## config.mk

```make
export PLATFORM = sky130hd
export DESIGN_NAME = wb_cdb_top
export DESIGN_NICKNAME = d
export VERILOG_FILES = /design/src/cdb_pkg.sv /design/src/wb_cdb_top.sv /design/src/prio_2way_arbiter.sv /design/src/iter_mul_unit.sv /design/src/alu_unit.sv /design/src/op_dispatcher.sv
export SDC_FILE = /design/constraint.sdc
export NUM_CORES = 1
export LEC_CHECK = 0
export BUFFER_PORTS_ARGS = -buffer_cell sky130_fd_sc_hd__buf_4
export CORE_ASPECT_RATIO = 0.7
export CORE_MARGIN = 10
export CORE_UTILIZATION = 40
export DETAILED_ROUTE_END_ITERATION = 8
export PLACE_DENSITY = 0.59
export SLEW_MARGIN = 20
export SYNTH_ARGS = -nofsm -noshare
export SYNTH_HDL_FRONTEND = slang
export SYNTH_HIERARCHICAL = 1
export SYNTH_SLANG_ARGS = --single-unit
export TNS_END_PERCENT = 5
```

## constraint.sdc

```tcl
create_clock -name clk_i -period 3.3 [get_ports clk_i]
set_input_delay 0.66 -clock clk_i [delete_from_list [all_inputs] [get_ports clk_i]]
set_output_delay 0.66 -clock clk_i [all_outputs]
set_load 0.005 [all_outputs]
```

## src/cdb_pkg.sv

```systemverilog
// ------------------------------------------------
// Write-back stage shared types
// ------------------------------------------------

package cdb_pkg;

    // ------------------------------------------------
    // Widths
    // ------------------------------------------------

    // Operand and result width
    localparam int unsigned XLEN = 32;

    // Multiplier iterations, one per multiplier bit
    localparam int unsigned MUL_STEPS = XLEN;

    // Operand and result values
    typedef logic [XLEN-1:0] xlen_t;

    // Destination register tag
    typedef logic [4:0] tag_t;

    // ------------------------------------------------
    // Operations
    // ------------------------------------------------

    // ALU class first, MUL goes to the multiplier
    typedef enum logic [2:0] {
        ADD = 3'd0,
        SUB = 3'd1,
        AND = 3'd2,
        OR  = 3'd3,
        XOR = 3'd4,
        SLL = 3'd5,
        SRL = 3'd6,
        MUL = 3'd7
    } fu_op_e;

    // ------------------------------------------------
    // Packets
    // ------------------------------------------------

    // Operation request, 72 bits
    typedef struct packed {
        fu_op_e op;
        xlen_t  rs1;
        xlen_t  rs2;
        tag_t   tag;
    } op_req_t;

    // Result on the common data bus, 37 bits
    typedef struct packed {
        tag_t  tag;
        xlen_t value;
    } cdb_pkt_t;

endpackage
```

## src/wb_cdb_top.sv

```systemverilog
// ------------------------------------------------
// Write-back CDB top level
// ------------------------------------------------

`timescale 1ns/1ps

module wb_cdb_top (
    input  logic              clk_i,
    input  logic              arst_n_i,

    // Operation requests
    input  logic              req_valid_i,
    input  cdb_pkg::op_req_t  req_i,
    output logic              req_ready_o,

    // Common data bus
    output logic              cdb_valid_o,
    output cdb_pkg::cdb_pkt_t cdb_o,
    input  logic              cdb_ready_i
);
    import cdb_pkg::*;

    // ------------------------------------------------
    // Interconnect
    // ------------------------------------------------

    // Dispatcher to units
    logic     alu_valid;
    logic     alu_ready;
    logic     mul_valid;
    logic     mul_ready;

    // Units to arbiter
    logic     alu_res_valid;
    logic     alu_res_ready;
    cdb_pkt_t alu_res;
    logic     mul_res_valid;
    logic     mul_res_ready;
    cdb_pkt_t mul_res;

    // ------------------------------------------------
    // Dispatch
    // ------------------------------------------------

    op_dispatcher op_dispatcher_inst (
        .req_valid_i (req_valid_i),
        .req_i       (req_i),
        .req_ready_o (req_ready_o),
        .alu_valid_o (alu_valid),
        .alu_ready_i (alu_ready),
        .mul_valid_o (mul_valid),
        .mul_ready_i (mul_ready)
    );

    // ------------------------------------------------
    // Functional units
    // ------------------------------------------------

    // Request struct shared by both units
    alu_unit alu_unit_inst (
        .clk_i    (clk_i),
        .arst_n_i (arst_n_i),
        .valid_i  (alu_valid),
        .req_i    (req_i),
        .ready_o  (alu_ready),
        .valid_o  (alu_res_valid),
        .res_o    (alu_res),
        .ready_i  (alu_res_ready)
    );

    iter_mul_unit iter_mul_unit_inst (
        .clk_i    (clk_i),
        .arst_n_i (arst_n_i),
        .valid_i  (mul_valid),
        .req_i    (req_i),
        .ready_o  (mul_ready),
        .valid_o  (mul_res_valid),
        .res_o    (mul_res),
        .ready_i  (mul_res_ready)
    );

    // ------------------------------------------------
    // CDB arbitration
    // ------------------------------------------------

    // Multiplier on the high priority side
    prio_2way_arbiter #(
        .DATA_T (cdb_pkt_t)
    ) prio_2way_arbiter_inst (
        .high_prio_valid_i (mul_res_valid),
        .low_prio_valid_i  (alu_res_valid),
        .ready_i           (cdb_ready_i),
        .valid_o           (cdb_valid_o),
        .high_prio_ready_o (mul_res_ready),
        .low_prio_ready_o  (alu_res_ready),
        .high_prio_data_i  (mul_res),
        .low_prio_data_i   (alu_res),
        .data_o            (cdb_o)
    );

endmodule

```

## src/prio_2way_arbiter.sv

```systemverilog
// ------------------------------------------------
// Fixed-priority two-way arbiter
// ------------------------------------------------

`timescale 1ns/1ps

module prio_2way_arbiter #(
    parameter type DATA_T = logic
) (
    // Handshake
    input  logic  high_prio_valid_i,
    input  logic  low_prio_valid_i,
    input  logic  ready_i,
    output logic  valid_o,
    output logic  high_prio_ready_o,
    output logic  low_prio_ready_o,

    // Payload
    input  DATA_T high_prio_data_i,
    input  DATA_T low_prio_data_i,
    output DATA_T data_o
);

    // ------------------------------------------------
    // Grant logic
    // ------------------------------------------------

    // Low priority side picked for the mux
    logic sel_low;

    always_comb begin
        // Downstream stalled, nobody moves
        high_prio_ready_o = 1'b0;
        low_prio_ready_o  = 1'b0;
        sel_low           = 1'b0;

        if (ready_i) begin
            if (high_prio_valid_i) begin
                // High side always wins
                high_prio_ready_o = 1'b1;
            end else if (low_prio_valid_i) begin
                low_prio_ready_o = 1'b1;
                sel_low          = 1'b1;
            end else begin
                // Idle, both open
                high_prio_ready_o = 1'b1;
                low_prio_ready_o  = 1'b1;
            end
        end

        // Never grant both sides of a live request
        assert (!(high_prio_ready_o && low_prio_ready_o
                  && (high_prio_valid_i || low_prio_valid_i)));
    end

    // ------------------------------------------------
    // Output
    // ------------------------------------------------

    assign valid_o = high_prio_valid_i | low_prio_valid_i;

    // Follows high side unless low is selected
    assign data_o = sel_low ? low_prio_data_i : high_prio_data_i;

endmodule

```

## src/iter_mul_unit.sv

```systemverilog
// ------------------------------------------------
// Iterative shift-and-add multiplier
// ------------------------------------------------

`timescale 1ns/1ps

module iter_mul_unit (
    input  logic              clk_i,
    input  logic              arst_n_i,

    // Request side
    input  logic              valid_i,
    input  cdb_pkg::op_req_t  req_i,
    output logic              ready_o,

    // Result side
    output logic              valid_o,
    output cdb_pkg::cdb_pkt_t res_o,
    input  logic              ready_i
);
    import cdb_pkg::*;

    // Step counter width
    localparam int unsigned CNT_W = $clog2(MUL_STEPS);

    // ------------------------------------------------
    // FSM and registers
    // ------------------------------------------------

    typedef enum logic [1:0] {
        IDLE,
        BUSY,
        DONE
    } mul_state_e;

    mul_state_e state_q;
    logic [CNT_W-1:0] cnt_q;

    // Operands shift, product accumulates
    xlen_t mcand_q;
    xlen_t mplier_q;
    xlen_t prod_q;
    tag_t  tag_q;

    // Last iteration reached
    logic last_step;

    assign last_step = (cnt_q == CNT_W'(MUL_STEPS - 1));

    // ------------------------------------------------
    // Control
    // ------------------------------------------------

    always_ff @(posedge clk_i or negedge arst_n_i) begin
        if (!arst_n_i) begin
            state_q <= IDLE;
            cnt_q   <= '0;
        end else begin
            case (state_q)
                IDLE: begin
                    if (valid_i) begin
                        state_q <= BUSY;
                        cnt_q   <= '0;
                    end
                end
                BUSY: begin
                    cnt_q <= cnt_q + 1'b1;
                    if (last_step) begin
                        state_q <= DONE;
                    end
                end
                DONE: begin
                    // Hold until taken
                    if (ready_i) begin
                        state_q <= IDLE;
                    end
                end
                default: state_q <= IDLE;
            endcase
        end
    end

    // ------------------------------------------------
    // Datapath
    // ------------------------------------------------

    always_ff @(posedge clk_i) begin
        if (state_q == IDLE && valid_i) begin
            mcand_q  <= req_i.rs1;
            mplier_q <= req_i.rs2;
            prod_q   <= '0;
            tag_q    <= req_i.tag;
        end else if (state_q == BUSY) begin
            // Add shifted multiplicand for each set bit
            if (mplier_q[0]) begin
                prod_q <= prod_q + mcand_q;
            end
            mcand_q  <= mcand_q << 1;
            mplier_q <= mplier_q >> 1;
        end
    end

    assign ready_o   = (state_q == IDLE);
    assign valid_o   = (state_q == DONE);
    assign res_o.tag   = tag_q;
    assign res_o.value = prod_q;

    // ------------------------------------------------
    // Checks
    // ------------------------------------------------

    // Accepted request finishes after exactly MUL_STEPS busy cycles
    a_mul_latency: assert property (
        @(posedge clk_i) disable iff (!arst_n_i)
        valid_i && ready_o |=> (state_q == BUSY) [*MUL_STEPS] ##1 (state_q == DONE)
    );

    // Counter wraps back to zero when the busy phase ends
    a_cnt_range: assert property (
        @(posedge clk_i) disable iff (!arst_n_i)
        state_q != BUSY |-> cnt_q == '0
    );

endmodule

```

## src/alu_unit.sv

```systemverilog
// ------------------------------------------------
// Single-cycle ALU
// ------------------------------------------------

`timescale 1ns/1ps

module alu_unit (
    input  logic              clk_i,
    input  logic              arst_n_i,

    // Request side
    input  logic              valid_i,
    input  cdb_pkg::op_req_t  req_i,
    output logic              ready_o,

    // Result side
    output logic              valid_o,
    output cdb_pkg::cdb_pkt_t res_o,
    input  logic              ready_i
);
    import cdb_pkg::*;

    // ------------------------------------------------
    // Internal signals
    // ------------------------------------------------

    // Shift amount, low bits of rs2
    logic [4:0] shamt;

    // Combinational result
    xlen_t      alu_res;

    // Output register
    logic       valid_q;
    cdb_pkt_t   res_q;

    assign shamt = req_i.rs2[4:0];

    // ------------------------------------------------
    // Datapath
    // ------------------------------------------------

    always_comb begin
        case (req_i.op)
            ADD:     alu_res = req_i.rs1 + req_i.rs2;
            SUB:     alu_res = req_i.rs1 - req_i.rs2;
            AND:     alu_res = req_i.rs1 & req_i.rs2;
            OR:      alu_res = req_i.rs1 | req_i.rs2;
            XOR:     alu_res = req_i.rs1 ^ req_i.rs2;
            SLL:     alu_res = req_i.rs1 << shamt;
            SRL:     alu_res = req_i.rs1 >> shamt;
            // MUL never routed here
            default: alu_res = '0;
        endcase
    end

    // ------------------------------------------------
    // Output register
    // ------------------------------------------------

    // Free when empty or draining this cycle
    assign ready_o = !valid_q || ready_i;

    // Valid flag
    always_ff @(posedge clk_i or negedge arst_n_i) begin
        if (!arst_n_i) begin
            valid_q <= 1'b0;
        end else if (valid_i && ready_o) begin
            valid_q <= 1'b1;
        end else if (ready_i) begin
            valid_q <= 1'b0;
        end
    end

    // Tagged payload, held while stalled
    always_ff @(posedge clk_i) begin
        if (valid_i && ready_o) begin
            res_q.tag   <= req_i.tag;
            res_q.value <= alu_res;
        end
    end

    assign valid_o = valid_q;
    assign res_o   = res_q;

    // ------------------------------------------------
    // Checks
    // ------------------------------------------------

    // Pending result stays put until the bus takes it
    a_hold_result: assert property (
        @(posedge clk_i) disable iff (!arst_n_i)
        valid_o && !ready_i |=> valid_o && $stable(res_o)
    );

endmodule

```

## src/op_dispatcher.sv

```systemverilog
// ------------------------------------------------
// Operation dispatcher
// ------------------------------------------------

`timescale 1ns/1ps

module op_dispatcher (
    // Request from producer
    input  logic             req_valid_i,
    input  cdb_pkg::op_req_t req_i,
    output logic             req_ready_o,

    // ALU side
    output logic             alu_valid_o,
    input  logic             alu_ready_i,

    // Multiplier side
    output logic             mul_valid_o,
    input  logic             mul_ready_i
);
    import cdb_pkg::*;

    // ------------------------------------------------
    // Operation class
    // ------------------------------------------------

    // Only MUL goes to the multiplier
    logic is_mul;

    assign is_mul = (req_i.op == MUL);

    // ------------------------------------------------
    // Valid steering
    // ------------------------------------------------

    always_comb begin
        // Nothing forwarded by default
        alu_valid_o = 1'b0;
        mul_valid_o = 1'b0;

        if (req_valid_i) begin
            if (is_mul) begin
                mul_valid_o = 1'b1;
            end else begin
                alu_valid_o = 1'b1;
            end
        end
    end

    // ------------------------------------------------
    // Ready merge
    // ------------------------------------------------

    // Ready of the unit the request would go to
    assign req_ready_o = is_mul ? mul_ready_i : alu_ready_i;

endmodule

```

Word-level counts from Yosys, hierarchy flattened

Index checks and enable logic that the tools add are counted.

Add/subtract/negate cells: 4
Eq/ne operators: 13
Shifts and indexed selects: 2
Multiplexer cells: 27
Bitwise logic cells: 4
Reductions and logical operators: 12

Operators with widths:

| operator              | number |
|---|---|
| $pmux W32 S7          | 1 |
| $mux W32              | 4 |
| $add A32 B32 Y32      | 2 |
| $mux W37              | 1 |
| $and A32 B32 Y32      | 1 |
| $or A32 B32 Y32       | 1 |
| $shl A32 B5 Y32       | 1 |
| $shr A32 B5 Y32       | 1 |
| $sub A32 B32 Y32      | 1 |
| $xor A32 B32 Y32      | 1 |
| $mux W1               | 15 |
| $eq A3 B3 Y1 const B  | 4 |
| $pmux W5 S2           | 1 |
| $eq A3 B2 Y1 const B  | 2 |
| $mux W2               | 3 |
| $pmux W2 S3           | 1 |
| $reduce_bool A2 Y1    | 3 |
| $add A5 B1 Y5 const B | 1 |
| $eq A5 B5 Y1 const B  | 1 |
| $mux W5               | 1 |
| $ne A2 B1 Y1 const B  | 2 |
| $reduce_and A2 Y1     | 2 |
| $eq A3 B1 Y1 const B  | 1 |
| $logic_not A3 Y1      | 1 |
| other kinds (9)       | 10 |

Register bits after elaboration: 146
Output and inout port bits: 39

Longest topological paths before layout

Depth in word-level cells: 6
Depth in mapped cells: 21
Depth with buffers taken out: 16

By module

The synthesis kept the hierarchy.

Modules (own cells, without submodules):

| module            | instances | cells each | area each (µm²) | sequential area each (µm²) |
|---|---|---|---|---|
| alu_unit          | 1         | 1115       | 8982.4          | 1136.1 |
| iter_mul_unit     | 1         | 669        | 5920.7          | 2887.8 |
| prio_2way_arbiter | 1         | 46         | 645.6           | 0.0 |
| op_dispatcher     | 1         | 5          | 40.0            | 0.0 |

Worst setup path before layout

No wires, ideal clock.

Kind: input port to flip-flop
Start: input port req_i[5] in the netlist's numbering
End: register alu_unit_inst.res_q, in the netlist alu_unit_inst/res_o[31] (data pin)
Arrival time: 4.530 ns
Data required time: 3.142 ns
Setup slack: -1.388 ns
Stages on the path: 21
Path through: buf_6 buf_12 inv_1 buf_4 buf_4 ha_1 nor2b_1 nand3_1 or3_1 nor2_1 a21oi_1 xnor2_1 ha_1 buf_2 a21o_1 a21oi_1 nor2_1 or4b_2 a31o_2 a211o_1 o211ai_1

Cells in the longest elaborated chain, start to end: 2

Ends and longest elaborated chain:

| what                                     | line             | source |
|---|---|---|
| from (decl)                              | wb_cdb_top.sv:13 | `input cdb_pkg::op_req_t req_i,` |
| $sub A32 B32 Y32 (tied with other cells) | alu_unit.sv:46   | `SUB: alu_res = req_i.rs1 - req_i.rs2;` |
| $pmux W32 S7 *                           | alu_unit.sv:44   | `case (req_i.op)` |
| via alu_unit_inst.alu_res[31]            | alu_unit.sv:31   | `xlen_t alu_res;` |
| to (decl)                                | alu_unit.sv:35   | `cdb_pkt_t res_q;` |

The timed path passes the listed nets; every way through them passes the cells marked *.
A chain may end at the register's enable or synchronous reset.

Final worst setup path

Start: input port req_i[16] in the netlist's numbering
End: register alu_unit_inst.res_q, in the netlist alu_unit_inst/res_o[25] (data pin)

Cells in the longest elaborated chain, start to end: 2

Ends and longest elaborated chain:

| what                                                        | line |
|---|---|
| $sub A32 B32 Y32 / $add A32 B32 Y32 (equally long branches) | alu_unit.sv:46, alu_unit.sv:45 |
| $pmux W32 S7 *                                              | alu_unit.sv:44 |
| via alu_unit_inst.alu_res[25]                               | alu_unit.sv:31 |

Marks and branches as above.

==> flow_summary_export.csv <==
group,metric,value,unit
synth,synth_async_sr_flop_share,5.48,%
global_routing,grt_antenna_before_repair,0,
layout,finish.utilization,51.4,%
placed_design,post-dp-hpwl,48.6,mm
worst_hold_path,hold_path_class,"in -> reg",
worst_setup_path,worst-path-max-fanout,4,
synth,number_of_enable_type_register_cells_in_the_synthesized_netlist,106,
worst_setup_path,worstPathCellList,"buf_6, or4_4, nor2_4, buf_6, nand4_1, nor3_2, buf_4, nor2_4, xnor2_2, ha_1, nand4_1, nor3_2, and2_1, a31oi_2, o21a_1, mux2_4, o221ai_2",
layout,antenna_cells_inserted,0,
drt,detail_route.drc_violations,0,
synth,ys_seq_elements,146,
floorplan,initial_core_utilization,40.6,%
drt,totalWireLength,62.6,mm
cts,clock_tree_from_tritoncts,"done",
worst_hold_path,min_delay_worst_endpoint,"iter_mul_unit_inst/tag_q[1]",
sta,tightestPinTransition,0.933,ns
sta,finalClockSkew,0.0135,ns
global_routing,first_pass_grt_wire_length,94.2,mm
drt,ant_nets,0,
drt,route.vias.total,16000,
global_routing,grt_overflow_total,0,
global_routing,grt_pass1_vias,15200,
worst_setup_path,worstSetupStartpointType,"input pin",
synth,yosysWarningCount,6,
worst_hold_path,hp-start,"req_i[1]",
sta,setup_ws,-0.521,ns
cts,clock-root-buffer,"sky130_fd_sc_hd__clkbuf_16",
layout,stdcell_area,19800,um2
worst_hold_path,worst_hold_path.num_cells,1,
layout,flow.area_growth_from_synthesis,26.8,%
worst_setup_path,worstRegToRegCells,10,
synth,synth.distinct_cells,93,
cts,clkSinkCount,146,
sta,post-route-period-util,116,%
layout,finish.net_count,2366,
worst_setup_path,critPathCaptureType,"register",
drt,viasPerCell,5.93,
cts,insertion_delay,0.47,ns
worst_setup_path,standard_cell_with_the_maximum_stage_delay_on_the_critical_path,"sky130_fd_sc_hd__or4_4",
worst_setup_path,crit-reg2reg-launch,"iter_mul_unit_inst/mcand_q[0]",
sta,unrepaired_setup_endpoints_after_global_routing,"true",
drt,drt-wirelength-per-cell,23.2,um
synth,syn-instance-count,1835,
drt,drt_iter0_drc,1771,
sta,fmax,262,MHz
floorplan,core,38400,um2
floorplan,fp.dieH,185,um
worst_setup_path,timing.setup.critical_path_class,"in -> reg",
sta,finalHoldViolCount,0,
run_status,violations,"setup timing",
power_and_ir_drop,ir_drop,0.433,mV
global_routing,grt_start_max_net_pins,70,
power_and_ir_drop,power.static_leakage,8.90,nW
floorplan,fp-row-count,60,
worst_setup_path,crit_required,3.61,ns
sta,slew_violations,0,
sta,timing.slew.headroom,37.5,%
placed_design,placement.io_buffers,114,
power_and_ir_drop,powerDensity,639,nW/um2
sta,period_needed,3.82,ns
run_status,status,"complete, but fails checks",
cts,cts.path.max_buffers,2,
layout,count_of_filler_cells_inserted_in_the_layout,3707,
cts,clock_tree.htree_level_count,4,
worst_setup_path,critical_path_arrival,4.13,ns
sta,setup_viol_count_final,18,
synth,synth_ff_type,"sky130_fd_sc_hd__edfxtp_1",
drt,first_pass_iters,7,
worst_setup_path,cpPeakStageDelay,0.55,ns
global_routing,grt_usage,25.7,%
cts,clkTransAtPathRegs,0.07,ns
placed_design,place_congestion,0.996,
layout,layout-drive-gt1-share,28.9,%
run,maxCapViolCount,0,
worst_setup_path,reg_to_reg_slack_setup,0.08,ns
placed_design,postPlaceCellArea,18900,um2
worst_setup_path,regToRegEndpoint,"iter_mul_unit_inst/prod_q[24]",
cts,numCtsBuffers,17,
floorplan,floorplan.die.width,256,um
floorplan,io_pins,115,
synth,synth_area_per_cell,8.50,um2
synth,ys_seq_area_share,25.8,%
synth,synth.net_count,2043,
floorplan,die_area,47400,um2
synth,synthesized_area,15600,um2
[placed cells by master, fill, tap and decap left out, drive strengths merged, types with 49 or more instances in the layout]
| cell type | n |
|---|---|
| buf | 418 |
| nand2 | 336 |
| a21oi | 131 |
| ha | 130 |
| nor2 | 126 |
| edfxtp | 106 |
| inv | 97 |
| o21ai | 97 |
| mux2 | 65 |
| xnor2 | 58 |
| mux2i | 49 |
[area by class of cell]
cell class | count | area [um2] | area share (%)
inverters | 94 | 357 | 1.80
clock inverters | 14 | 129 | 0.652
clock buffers | 18 | 429 | 2.17
multi-input cells | 1478 | 10900 | 55.0
well taps | 527 | 659 | 3.34
repair buffers | 421 | 3290 | 16.7
flip-flops and latches | 146 | 4020 | 20.4
[cells by family after synthesis]
group	after synthesis	share of synthesized area (%)
mux	153	14.5
compound gates	504	21.4
xor+xnor	68	3.82
fa+ha+maj	132	10.7
buf+inv	211	6.43
flops	146	25.8
simple gates	621	17.4
[Yosys cell counts (9+ instances only)]
cell,number,share of area [%]
sky130_fd_sc_hd__a211oi_1,18,0.87
sky130_fd_sc_hd__or3_1,12,0.48
sky130_fd_sc_hd__a31oi_1,15,0.60
sky130_fd_sc_hd__inv_1,94,2.3
sky130_fd_sc_hd__and3_1,16,0.64
sky130_fd_sc_hd__xor2_1,10,0.56
sky130_fd_sc_hd__buf_2,11,0.35
sky130_fd_sc_hd__edfxtp_1,106,20
sky130_fd_sc_hd__nand3_1,27,0.87
sky130_fd_sc_hd__a22oi_1,34,1.6
sky130_fd_sc_hd__clkbuf_1,69,1.7
sky130_fd_sc_hd__nor2b_1,12,0.48
sky130_fd_sc_hd__o21ai_0,94,3.0
sky130_fd_sc_hd__nand4_1,16,0.64
sky130_fd_sc_hd__o31ai_1,12,0.58
sky130_fd_sc_hd__and2_1,11,0.44
sky130_fd_sc_hd__mux2_2,33,2.4
sky130_fd_sc_hd__buf_1,10,0.24
sky130_fd_sc_hd__mux4_1,9,1.5
sky130_fd_sc_hd__a21oi_1,129,4.1
sky130_fd_sc_hd__a221oi_1,14,0.79
sky130_fd_sc_hd__a21o_1,20,0.96
sky130_fd_sc_hd__o22ai_1,38,1.5
sky130_fd_sc_hd__nor2_1,126,3.0
sky130_fd_sc_hd__mux2i_1,49,3.1
sky130_fd_sc_hd__ha_1,130,10
sky130_fd_sc_hd__dfxtp_1,32,4.1
sky130_fd_sc_hd__buf_4,10,0.48
sky130_fd_sc_hd__xnor2_1,58,3.3
sky130_fd_sc_hd__o211ai_1,15,0.72
sky130_fd_sc_hd__o21a_1,13,0.63
sky130_fd_sc_hd__buf_6,10,0.72
sky130_fd_sc_hd__nand2_1,336,8.1
sky130_fd_sc_hd__mux2_4,32,3.1
sky130_fd_sc_hd__nor3_1,24,0.77
sky130_fd_sc_hd__mux4_2,30,4.3
[repair_timing]
action	in CTS	in global routing
hold buffers	1	0
setup buffers	1	4
pin swaps	7	15
hold endpoints to repair	8	0
endpoints found under the setup margin	24	30
resized for setup	36	37
[worst max-delay path by stage]
stage	start	end	slack, ns	cells after the start
finish	req_i[16]	alu_unit_inst/res_o[25]	-0.52	17
global route	req_i[16]	alu_unit_inst/res_o[25]	-0.69	17
CTS	req_i[19]	alu_unit_inst/res_o[25]	-0.38	17
detailed placement	req_i[19]	alu_unit_inst/res_o[25]	-1.08	17
global placement	req_i[19]	alu_unit_inst/res_o[25]	-0.98	17
floorplan	req_i[5]	alu_unit_inst/res_o[31]	-0.97	21
[flip-flops by register name, summed over array words and instances (netlist names)]
signal and count:
alu_unit_inst/valid_o 1, iter_mul_unit_inst/cnt_q 5, iter_mul_unit_inst/mcand_q 32, iter_mul_unit_inst/tag_q 5, iter_mul_unit_inst/mplier_q 32, iter_mul_unit_inst/prod_q 32, alu_unit_inst/res_o 37, iter_mul_unit_inst/state_q 2
[routing by layer]
layer / up-vias / GRT usage, % / part of all wire (%)
met3: 71 / 6.81 / 9.2
met4: 0 / 6.10 / 1.8
met2: 700 / 39.0 / 42
li1: 7412 / - / -
met5: - / 0 / 0
met1: 7820 / 35.7 / 47
[critical path, delay by kind of cell]
family	cells	cell delay, ns
muxes	1	0.32
buffers and inverters	3	0.39
adders and majority gates	1	0.35
and+or+nand+nor	8	1.92
xor gates and xnor gates	1	0.12
AOI/OAI and AO/OA	3	0.35
[report_power, final]
part           switching (mW)  internal [mW]  total [mW]
Combinational            4.07           3.23        7.29
Sequential              0.454           2.92        3.37
Clock                   0.922           1.04        1.96
Total                    5.44           7.18        12.6
[through the flow]
step / setup slack, ns / cells / setup TNS (ns) / power (mW) / hold WS (ns)
final: -0.521 / 2698 / -5.21 / 12.6 / 0.372
after global routing: -0.685 / 2698 / -8.56 / 13.6 / 0.365
after CTS: -0.377 / 2694 / -4.15 / 12.5 / 0.356
after floorplan: -0.974 / 1835 / -9.59 / 8.08 / 0.364
after global placement: -0.977 / 2660 / -20.08 / 10.3 / 0.465
after detailed placement: -1.08 / 2660 / -20.75 / 10.4 / 0.469
Note: power is estimated with default switching activity, not from simulation.
